**src/logic/note_visual_macros.svh**
```systemverilog
`ifndef NOTE_VISUAL_MACROS_SVH
`define NOTE_VISUAL_MACROS_SVH

// ------------------------------
// Screen geometry
// ------------------------------

`define NV_SCREEN_WIDTH   640
`define NV_SCREEN_HEIGHT  480

// ------------------------------
// Note recognition
// ------------------------------

// Sample magnitude that counts as clearly high or clearly low
`define NV_HYSTERESIS     4096

// Semitones C4 to B4 in centi-hertz
`define NV_NOTE_FREQ_0    26163
`define NV_NOTE_FREQ_1    27718
`define NV_NOTE_FREQ_2    29366
`define NV_NOTE_FREQ_3    31113
`define NV_NOTE_FREQ_4    32963
`define NV_NOTE_FREQ_5    34923
`define NV_NOTE_FREQ_6    36999
`define NV_NOTE_FREQ_7    39200
`define NV_NOTE_FREQ_8    41530
`define NV_NOTE_FREQ_9    44000
`define NV_NOTE_FREQ_10   46616
`define NV_NOTE_FREQ_11   49388

// Window half width in thousandths of the nominal period
`define NV_TOL_PERMIL     20

`define NV_PERIOD_WIDTH   24

`endif

```
**src/logic/note_visual_pkg.sv**
```systemverilog
`include "note_visual_macros.svh"

package note_visual_pkg;

    // ------------------------------
    // Audio side
    // ------------------------------

    typedef logic signed [23:0]                  sample_t;
    typedef logic        [`NV_PERIOD_WIDTH - 1:0] period_t;

    // 0 to 11 are C4 to B4, 15 means no note
    typedef logic [3:0] note_t;

    // Segments a to g, then the dot in the lowest bit
    typedef logic [7:0] segments_t;

    typedef enum logic [1:0]
    {
        wait_low,
        wait_high,
        measure
    } rec_state_t;

    // ------------------------------
    // Video side
    // ------------------------------

    typedef logic [9:0] pixel_x_t;
    typedef logic [8:0] pixel_y_t;
    typedef logic [3:0] color_t;

    typedef struct packed
    {
        color_t red;
        color_t green;
        color_t blue;
    } rgb_t;

    typedef struct packed
    {
        pixel_x_t sweep;
        pixel_y_t level;
    } anim_state_t;

    typedef logic [3:0] key_t;

endpackage

```
**src/logic/note_recognizer.sv**
```systemverilog
`timescale 1ns/1ps

`include "note_visual_macros.svh"

module note_recognizer
#(
    parameter clk_mhz = 50
)
(
    input  logic                        clk,
    input  logic                        rst,

    input  note_visual_pkg::sample_t    mic,

    output logic                        note_vld,
    output note_visual_pkg::note_t      note,
    output note_visual_pkg::segments_t  abcdefgh
);

    localparam int                     n_notes = 12;
    localparam note_visual_pkg::note_t no_note = 4'd15;

    // ------------------------------
    // Note tables
    // ------------------------------

    function automatic int note_freq(input int idx);
        case (idx)
            0:       return `NV_NOTE_FREQ_0;
            1:       return `NV_NOTE_FREQ_1;
            2:       return `NV_NOTE_FREQ_2;
            3:       return `NV_NOTE_FREQ_3;
            4:       return `NV_NOTE_FREQ_4;
            5:       return `NV_NOTE_FREQ_5;
            6:       return `NV_NOTE_FREQ_6;
            7:       return `NV_NOTE_FREQ_7;
            8:       return `NV_NOTE_FREQ_8;
            9:       return `NV_NOTE_FREQ_9;
            10:      return `NV_NOTE_FREQ_10;
            default: return `NV_NOTE_FREQ_11;
        endcase
    endfunction

    // Letters C C. d d. E F F. G G. A A. b, dot for the sharps
    function automatic note_visual_pkg::segments_t seg_pattern
    (
        input note_visual_pkg::note_t n
    );
        case (n)
            4'd0:    return 8'b1001_1100;
            4'd1:    return 8'b1001_1101;
            4'd2:    return 8'b0111_1010;
            4'd3:    return 8'b0111_1011;
            4'd4:    return 8'b1001_1110;
            4'd5:    return 8'b1000_1110;
            4'd6:    return 8'b1000_1111;
            4'd7:    return 8'b1011_1100;
            4'd8:    return 8'b1011_1101;
            4'd9:    return 8'b1110_1110;
            4'd10:   return 8'b1110_1111;
            4'd11:   return 8'b0011_1110;
            default: return 8'b0000_0000;
        endcase
    endfunction

    // ------------------------------
    // Crossing detector and period counter
    // ------------------------------

    note_visual_pkg::rec_state_t state;
    note_visual_pkg::period_t    cnt;
    note_visual_pkg::note_t      prev_note;
    note_visual_pkg::note_t      match;
    logic                        armed;
    logic [n_notes - 1:0]        hit;

    wire is_high  = (mic >= `NV_HYSTERESIS);
    wire is_low   = (mic <= -(`NV_HYSTERESIS));
    wire cnt_full = (cnt == '1);

    // A new rising crossing closes the period held in cnt
    wire crossing = (state == note_visual_pkg::measure) & armed & is_high;

    // One tolerance window per semitone, sized at elaboration
    for (genvar i = 0; i < n_notes; i++)
    begin : g_window
        localparam longint nom = longint'(clk_mhz) * 100_000_000 / note_freq(i);
        localparam longint tol = nom * `NV_TOL_PERMIL / 1000;

        assign hit[i] = (cnt >= note_visual_pkg::period_t'(nom - tol))
                      & (cnt <= note_visual_pkg::period_t'(nom + tol));
    end

    always_comb
    begin
        match = no_note;

        for (int i = n_notes - 1; i >= 0; i--)
            if (hit[i])
                match = note_visual_pkg::note_t'(i);
    end

    // ------------------------------
    // Recognizer FSM
    // ------------------------------

    always_ff @(posedge clk)
        if (rst)
        begin
            state     <= note_visual_pkg::wait_low;
            armed     <= 1'b0;
            cnt       <= '0;
            prev_note <= no_note;
            note_vld  <= 1'b0;
        end
        else
        begin
            note_vld <= 1'b0;

            case (state)
                note_visual_pkg::wait_low:
                    if (is_low)
                        state <= note_visual_pkg::wait_high;

                // First crossing starts the count but closes no period
                note_visual_pkg::wait_high:
                    if (is_high)
                    begin
                        state     <= note_visual_pkg::measure;
                        armed     <= 1'b0;
                        cnt       <= note_visual_pkg::period_t'(1);
                        prev_note <= no_note;
                    end

                note_visual_pkg::measure:
                    if (cnt_full)
                    begin
                        // Signal lost, start over
                        state     <= note_visual_pkg::wait_low;
                        prev_note <= no_note;
                    end
                    else if (crossing)
                    begin
                        cnt       <= note_visual_pkg::period_t'(1);
                        armed     <= 1'b0;
                        prev_note <= match;

                        // Two periods in a row on the same note
                        if (match != no_note && match == prev_note)
                            note_vld <= 1'b1;
                    end
                    else
                    begin
                        cnt <= cnt + 1'b1;

                        if (is_low)
                            armed <= 1'b1;
                    end

                default:
                    state <= note_visual_pkg::wait_low;
            endcase
        end

    always_ff @(posedge clk)
        if (crossing)
            note <= match;

    // ------------------------------
    // Seven-segment register
    // ------------------------------

    always_ff @(posedge clk)
        if (rst)
            abcdefgh <= '0;
        else if (note_vld)
            abcdefgh <= seg_pattern(note);

endmodule

```
**src/logic/animation_counters.sv**
```systemverilog
`timescale 1ns/1ps

`include "note_visual_macros.svh"

module animation_counters
#(
    parameter w_tick = 20
)
(
    input  logic                          clk,
    input  logic                          rst,

    input  note_visual_pkg::key_t         key,

    output note_visual_pkg::anim_state_t  anim
);

    localparam note_visual_pkg::pixel_x_t sweep_last =
        note_visual_pkg::pixel_x_t'(`NV_SCREEN_WIDTH - 1);

    localparam note_visual_pkg::pixel_y_t level_last =
        note_visual_pkg::pixel_y_t'(`NV_SCREEN_HEIGHT - 1);

    localparam note_visual_pkg::pixel_y_t level_mid =
        note_visual_pkg::pixel_y_t'(`NV_SCREEN_HEIGHT / 2);

    // ------------------------------
    // Tick divider
    // ------------------------------

    logic [w_tick - 1:0] tick_cnt;

    always_ff @(posedge clk)
        if (rst)
            tick_cnt <= '0;
        else
            tick_cnt <= tick_cnt + 1'b1;

    // First tick lands right after reset
    wire tick = (tick_cnt == '0);

    // ------------------------------
    // Next sweep and level
    // ------------------------------

    note_visual_pkg::pixel_x_t sweep_next;
    note_visual_pkg::pixel_y_t level_next;

    always_comb
    begin
        if (anim.sweep == sweep_last)
            sweep_next = '0;
        else
            sweep_next = anim.sweep + 1'b1;

        // Key 0 pushes up, any other key pulls down
        if (anim.level == '0 || anim.level == level_last)
            level_next = level_mid;
        else
            level_next = note_visual_pkg::pixel_y_t'(anim.level
                       + note_visual_pkg::pixel_y_t'(key[0])
                       - note_visual_pkg::pixel_y_t'(|key[3:1]));
    end

    always_ff @(posedge clk)
        if (rst)
        begin
            anim.sweep <= '0;
            anim.level <= level_mid;
        end
        else if (tick)
        begin
            anim.sweep <= sweep_next;
            anim.level <= level_next;
        end

endmodule

```
**src/logic/pattern_painter.sv**
```systemverilog
`timescale 1ns/1ps

`include "note_visual_macros.svh"

module pattern_painter
(
    input  note_visual_pkg::pixel_x_t     x,
    input  note_visual_pkg::pixel_y_t     y,

    input  note_visual_pkg::note_t        note,
    input  note_visual_pkg::anim_state_t  anim,

    output note_visual_pkg::rgb_t         rgb
);

    localparam int hyper_limit  = (`NV_SCREEN_WIDTH * `NV_SCREEN_HEIGHT) / 4;
    localparam int circle_limit = (`NV_SCREEN_WIDTH * `NV_SCREEN_HEIGHT) / 10;

    // ------------------------------
    // Geometry relative to the moving point
    // ------------------------------

    logic signed [10:0] dx;
    logic signed [9:0]  dy;
    logic signed [20:0] prod;
    logic signed [20:0] prod_abs;
    logic signed [21:0] dx_sq;
    logic signed [21:0] dy_sq;
    logic signed [21:0] dist_sq;
    logic        [8:0]  sum_xy;
    logic        [8:0]  diff_xy;

    assign dx       = $signed({1'b0, x}) - $signed({1'b0, anim.sweep});
    assign dy       = $signed({1'b0, y}) - $signed({1'b0, anim.level});

    assign prod     = dx * dy;
    assign prod_abs = (prod < 0) ? -prod : prod;

    assign dx_sq    = dx * dx;
    assign dy_sq    = dy * dy;
    assign dist_sq  = dx_sq + dy_sq;

    // Low 9 bits cover every channel fed by x+y or x-y
    assign sum_xy   = 9'(x) + 9'(y);
    assign diff_xy  = 9'(x) - 9'(y);

    // ------------------------------
    // Figure choice by note modulo 3
    // ------------------------------

    always_comb
    begin
        rgb = '0;

        case (note)
            4'd0, 4'd3, 4'd6, 4'd9:
                // Bar that grows with the sweep
                if (x < anim.sweep)
                begin
                    rgb.red   = sum_xy[8:5];
                    rgb.green = diff_xy[8:5];
                    rgb.blue  = x[3:0];
                end

            4'd1, 4'd4, 4'd7, 4'd10:
                if (prod_abs < hyper_limit)
                begin
                    rgb.red   = x[3:0];
                    rgb.green = y[3:0];
                    rgb.blue  = '1;
                end

            4'd2, 4'd5, 4'd8, 4'd11:
                if (dist_sq < circle_limit)
                begin
                    rgb.red   = '1;
                    rgb.green = '1;
                    rgb.blue  = sum_xy[3:0];
                end

            // No note paints black
            default:
                rgb = '0;
        endcase
    end

endmodule

```
**src/logic/lab_top.sv**
```systemverilog
`timescale 1ns/1ps

module lab_top
#(
    parameter clk_mhz = 50,
    parameter w_tick  = 20
)
(
    input  logic                        clk,
    input  logic                        rst,

    // Keys, switches, LEDs
    input  note_visual_pkg::key_t       key,
    input  logic [7:0]                  sw,
    output logic [7:0]                  led,

    output note_visual_pkg::segments_t  abcdefgh,

    // Microphone
    input  note_visual_pkg::sample_t    mic,

    // Pixel in, color out
    input  note_visual_pkg::pixel_x_t   x,
    input  note_visual_pkg::pixel_y_t   y,
    output note_visual_pkg::rgb_t       rgb
);

    // ------------------------------
    // Note recognition
    // ------------------------------

    logic                         note_vld;
    note_visual_pkg::note_t       note;
    note_visual_pkg::note_t       sticky_note;

    note_recognizer
    #(
        .clk_mhz (clk_mhz)
    )
    i_note_recognizer
    (
        .clk      (clk),
        .rst      (rst),
        .mic      (mic),
        .note_vld (note_vld),
        .note     (note),
        .abcdefgh (abcdefgh)
    );

    // Last recognized note stays until the next one
    always_ff @(posedge clk)
        if (rst)
            sticky_note <= '0;
        else if (note_vld)
            sticky_note <= note;

    assign led = {4'b0000, sticky_note};

    // ------------------------------
    // Animation and painting
    // ------------------------------

    note_visual_pkg::anim_state_t anim;

    animation_counters
    #(
        .w_tick (w_tick)
    )
    i_animation_counters
    (
        .clk  (clk),
        .rst  (rst),
        .key  (key),
        .anim (anim)
    );

    pattern_painter i_pattern_painter
    (
        .x    (x),
        .y    (y),
        .note (sticky_note),
        .anim (anim),
        .rgb  (rgb)
    );

endmodule

```
**config.mk**
```make
export PLATFORM = sky130hd
export DESIGN_NAME = lab_top
export DESIGN_NICKNAME = d
export VERILOG_FILES = /design/src/logic/note_visual_pkg.sv /design/src/logic/note_recognizer.sv /design/src/logic/animation_counters.sv /design/src/logic/pattern_painter.sv /design/src/logic/lab_top.sv
export VERILOG_INCLUDE_DIRS = /design/src /design/src/logic
export SDC_FILE = /design/constraint.sdc
export NUM_CORES = 1
export LEC_CHECK = 0
export ABC_AREA = 1
export BUFFER_PORTS_ARGS = -buffer_cell sky130_fd_sc_hd__buf_2
export CAP_MARGIN = 10
export CORE_MARGIN = 4
export CORE_UTILIZATION = 65
export CTS_BUF_LIST = sky130_fd_sc_hd__clkbuf_8
export DETAILED_ROUTE_END_ITERATION = 7
export PLACE_DENSITY_LB_ADDON = 0.15
export SLEW_MARGIN = 20
export SYNTH_ARGS = -nofsm -noshare
export SYNTH_HDL_FRONTEND = slang
export SYNTH_SLANG_ARGS = --single-unit
```
**constraint.sdc**
```tcl
create_clock -name clk -period 12.2 [get_ports clk]
set_input_delay 1.22 -clock clk [delete_from_list [all_inputs] [get_ports clk]]
set_output_delay 1.22 -clock clk [all_outputs]
set_load 0.01 [all_outputs]
```
# After elaboration in Yosys (flattened, before gate mapping)
# Memories as Yosys holds them, arrays and structs flattened. A register that Yosys moved wholly into a read port is not among the register bits.
# Index checks and enable logic that the tools add are counted.
[word_totals]
register_bits = 79
latchBits = 0
ramBits = 0
rom_bits = 128
in_bits = 57
out_inout_bits = 28
word_cells = 148
mem_count = 1
[classes]
n_addsub = 11
n_mul = 3
div = 0
n_lt_le_gt_ge = 30
eq_ne = 24
shifts = 0
mux = 37
bitwise = 16
reduce_logical = 16
[mem_list]
columns = ["name", "depth", "width", "read_ports", "rd_clocked_by_memory_dff", "write_ports", "line", "text"]
rows = [
  ["(no name shown)", 16, 8, 1, 1, 0, "note_recognizer.sv:49", "case (n)"],
]
[op_table]
columns = ["cell", "count"]
rows = [
  ["$ge A24 B18 Y1 const B", 7],
  ["$le A24 B18 Y1 const B", 7],
  ["$ge A24 B17 Y1 const B", 5],
  ["$le A24 B17 Y1 const B", 5],
  ["$mux W24", 3],
  ["$pmux W24 S2", 1],
  ["$mux W4", 11],
  ["$mux W12", 3],
  ["$pmux W12 S3", 1],
  ["$add A24 B1 Y24 const B", 1],
  ["$eq A24 B24 Y1 const B", 1],
  ["$ge A24 B14 Y1 const B", 1],
  ["$le A24 B13 Y1 const B", 1],
  ["$add A22 B20 Y22", 1],
  ["$lt A22 B16 Y1 const B", 1],
  ["$mul A11 B11 Y22", 1],
  ["$lt A21 B1 Y1 const B", 1],
  ["$lt A21 B18 Y1 const B", 1],
  ["$mul A11 B10 Y21", 1],
  ["$mux W21", 1],
  ["$neg A21 Y21", 1],
  ["$add A20 B1 Y20 const B", 1],
  ["$logic_not A20 Y1", 1],
  ["$mul A10 B10 Y20", 1],
  ["41 further kinds", 79],
]

# Logic depth before layout (Yosys ltp)
[depth]
depth_word = 17
mapped_depth = 47
ltp_nobuf = 45

# Cells and area by module
# From an unflattened synthesis, not the netlist that was laid out.
[unflattened]
hier_cells = 2989
hier_area_um2 = 21184.1
[by_module_without_submodules]
columns = ["mod", "instances", "cells_each", "area_each_um2", "seq_area_each_um2"]
rows = [
  ["pattern_painter", 1, 1849, 14306.2, 0.0],
  ["note_recognizer", 1, 727, 4080.2, 920.9],
  ["animation_counters", 1, 382, 2591.2, 780.7],
  ["lab_top", 1, 31, 206.4, 80.1],
]

# Worst setup path before layout
# Ideal clock, no wire load.
[synth_path]
path_type = "input -> output"
from = "in x[0]"
to = "out rgb[1] (netlist bit)"
arrival_ps = 8823
required_ps = 10980
path_slack_ps = 2157
stages = 44
n_path_buf = 2
cell_sequence = "inv_1 ha_1 inv_1 fa_1 a21oi_1 o21ai_0 a21oi_1 o21bai_1 nand2_1 nand2_1 nand2_1 nand2_1 nand2_1 nand2_1 a21oi_1 inv_1 buf_2 nor2_1 (+8 left out) fa_1 fa_1 inv_1 fa_1 inv_1 ha_1 a21o_1 a21oi_1 nand3_1 nand2_1 nand2_1 xor2_1 nor3_1 nand3_1 a21boi_1 buf_2 nand2_1 nand3_2"
[synth_rtl]
columns = ["item", "line", "text"]
rows = [
  ["start: declaration", "lab_top.sv:23", "input note_visual_pkg::pixel_x_t x,"],
  ["end: declaration", "lab_top.sv:25", "output note_visual_pkg::rgb_t rgb"],
]

==> flow_summary_export.csv <==
group,metric,value,unit
die,start_util,0.663,
setup_path,crit_top_cell,"nand2_1",
flow_run,maxCapViolCount,0,
clock_network,postCtsSetupBuffers,0,
min_path,hold_class,"reg -> reg",
finish,fillers,2556,
timing,slew_viol_final,0,
timing,min_period_over_period,0.939,
setup_path,critPathMaxStageDelay,0.60,ns
routing,drt_iter0_markers,1304,
routing,finalWirelength,53700,um
timing,rsz0062_at_grt,"no",
finish,area_delta_synth_final,4.54,%
timing,setup_tns,0,ns
timing,layout_min_cycle_time,11.45,ns
min_path,min_from,"i_animation_counters.tick_cnt[0]$_SDFF_PP0_",
synth,synth-edff-count,4,
timing,fmax,87.3,MHz
setup_path,crit_fanout,14,
clock_network,clockBufferDepth,2,
synth,yosys_most_used_dff,"dfxtp_1",
grt,grt_first_pass_wirelength,89500,um
die,io_pins,85,
clock_network,cts_num_sinks,87,
synth,ys_types,60,
clock_network,clock_latency,0.39,ns
timing,postLayoutSetupSlackWorst,0.746,ns
synth,ys.warnings.count,0,
synth,async_reset_ff_frac,0,
outcome,run_status,"completed",
die,rows,64,
finish,final_cell_mix,"inv_1, nand2_1, fa_1",
routing,drc_errors,0,
timing,setup_violations,0,
timing,hold_slack,0.444,ns
setup_path,end_kind,"primary output",
grt,grt_pass1_vias,18900,
timing,relSlewSlack,0.329,
setup_path,critPathArrivalTime,10.23,ns
place,dp_slack,0.591,ns
setup_path,cpMaxStageDelayCell,"fa_1",
setup_path,required,10.98,ns
clock_network,root_buffer,"clkbuf_8",
routing,routed_via_density,5.66,
setup_path,setup.worst_path.start_class,"input port",
clock_network,htree_levels,3,
timing,worstMarginPinSlew,1.01,ns
place,portBuffers,72,
grt,antenna_found_initial,6,
setup_path,r2r-start,"i_note_recognizer.cnt[11]$_SDFFE_PP0P_",
setup_path,startpoint,"x[0]",
clock_network,cts.clk_slew.worst_paths,0.09,ns
grt,grt_overflow,0,
finish,layout_commonest_cell,"inv_1",
die,fp.coreArea,30700,um^2
die,die_h,185,um
routing,ant_nets,0,
grt,grt_usage,0.325,
setup_path,worstSetupPathType,"in -> out",
finish,drive_gt1_frac,0.0727,
synth,ys_ff_latch,87,
place,dp.final_hpwl,45100,um
synth,avgSynthCellArea,7.32,um^2
timing,skew,0.0197,ns
synth,seq_area_frac_synth,0.0874,
routing,firstDrtPassIters,7,
synth,syn_area,20400,um^2
die,fp.dieW,185,um
synth,syn_inst,2784,
die,dieArea,34300,um^2
routing,detail_route.wl_per_cell,16.6,um
clock_network,cts_tree,"built",
grt,grt_max_degree,35,
clock_network,cts-buffers-inserted,9,
timing,hold_viol,0,
finish,nets,3388,
place,gp_congestion,0.981,
routing,vias,18300,
timing repair:
action | 4_1_cts | 5_1_grt
endpoints found under the setup margin | 0 | 11
endpoints found under the hold margin | 0 | 0
hold buffers | 0 | 0
resized for setup | 0 | 3
sequential cells by signal (all words and copies together) (netlist names), 2 cells and up:
| signal | cells |
|---|---|
| i_note_recognizer.cnt | 24 |
| i_animation_counters.tick_cnt | 20 |
| i_animation_counters.anim | 19 |
| i_note_recognizer.abcdefgh | 8 |
| i_note_recognizer.note | 4 |
| i_note_recognizer.prev_note | 4 |
| sticky_note | 4 |
| i_note_recognizer.state | 2 |
cell families after synthesis:
| kind of cell | Yosys count | synth area share |
|---|---|---|
| XOR/XNOR | 58 | 0.0258 |
| other | 1 | 0.000184 |
| AND/OR/NAND/NOR | 1114 | 0.242 |
| flip-flops | 87 | 0.0874 |
| buffers and inverters | 741 | 0.140 |
| AO/OA/AOI/OAI | 281 | 0.0784 |
| adder cells (fa/ha/maj) | 502 | 0.425 |
per-stage QoR:
stage          std cells  cell area, um^2   util
3_3_place_gp        3213            21100  0.686
6_report            3232            21300  0.693
3_5_place_dp        3213            21100  0.686
5_1_grt             3232            21300  0.693
4_1_cts             3229            21300  0.692
2_1_floorplan       2787            20400      -
cell usage after synthesis (18+ instances only):
| library cell | count | area, um^2 |
|---|---|---|
| nand2_1 | 478 | 1790 |
| a21oi_1 | 129 | 646 |
| nor3_1 | 47 | 235 |
| inv_1 | 658 | 2470 |
| nor4_1 | 25 | 156 |
| fa_1 | 318 | 6370 |
| clkbuf_1 | 29 | 109 |
| nand3_1 | 120 | 601 |
| nand4_1 | 58 | 363 |
| nor2_1 | 305 | 1140 |
| buf_2 | 18 | 90.1 |
| xor2_1 | 38 | 333 |
| ha_1 | 184 | 2300 |
| dfxtp_1 | 83 | 1660 |
| o21ai_0 | 73 | 365 |
| xnor2_1 | 19 | 166 |
worst max-delay path, delay by kind of cell:
family / cells / cell delay, ns
AO/OA/AOI/OAI: 7 / 1.24
XOR/XNOR: 1 / 0.11
adder cells (fa/ha/maj): 10 / 4.44
buffers and inverters: 11 / 1.52
AND/OR/NAND/NOR: 14 / 1.67
final cells by class:
| cell class | count | area [um^2] | share of cell area |
|---|---|---|---|
| flip-flops and latches | 87 | 1780 | 0.0836 |
| repair buffers | 91 | 503 | 0.0236 |
| inverters | 680 | 2560 | 0.120 |
| multi-input cells | 1959 | 15800 | 0.739 |
| diodes | 2 | 5.00 | 0.000235 |
| repair inverters | 1 | 5.00 | 0.000235 |
| well taps | 396 | 495 | 0.0233 |
| clock inverters | 7 | 78.8 | 0.00370 |
| clock buffers | 9 | 124 | 0.00581 |
final timing paths:
kind                                                 end  slack [ns]  cells after the start
max                                               rgb[2]        0.75                     43
min          i_animation_counters.tick_cnt[0]$_SDFF_PP0_        0.44                      1
max reg2reg        i_note_recognizer.cnt[7]$_SDFFE_PP0P_        8.61                     12
min reg2reg  i_animation_counters.tick_cnt[0]$_SDFF_PP0_        0.44                      1
metal layers:
metal	part of all wire	GRT usage
met5	0.00095	0
met4	0.058	0.161
met3	0.058	0.0340
met2	0.51	0.587
met1	0.38	0.384
Power is not shown: default switching activity piles up to over one toggle a cycle in this logic, so the estimate is an artifact.
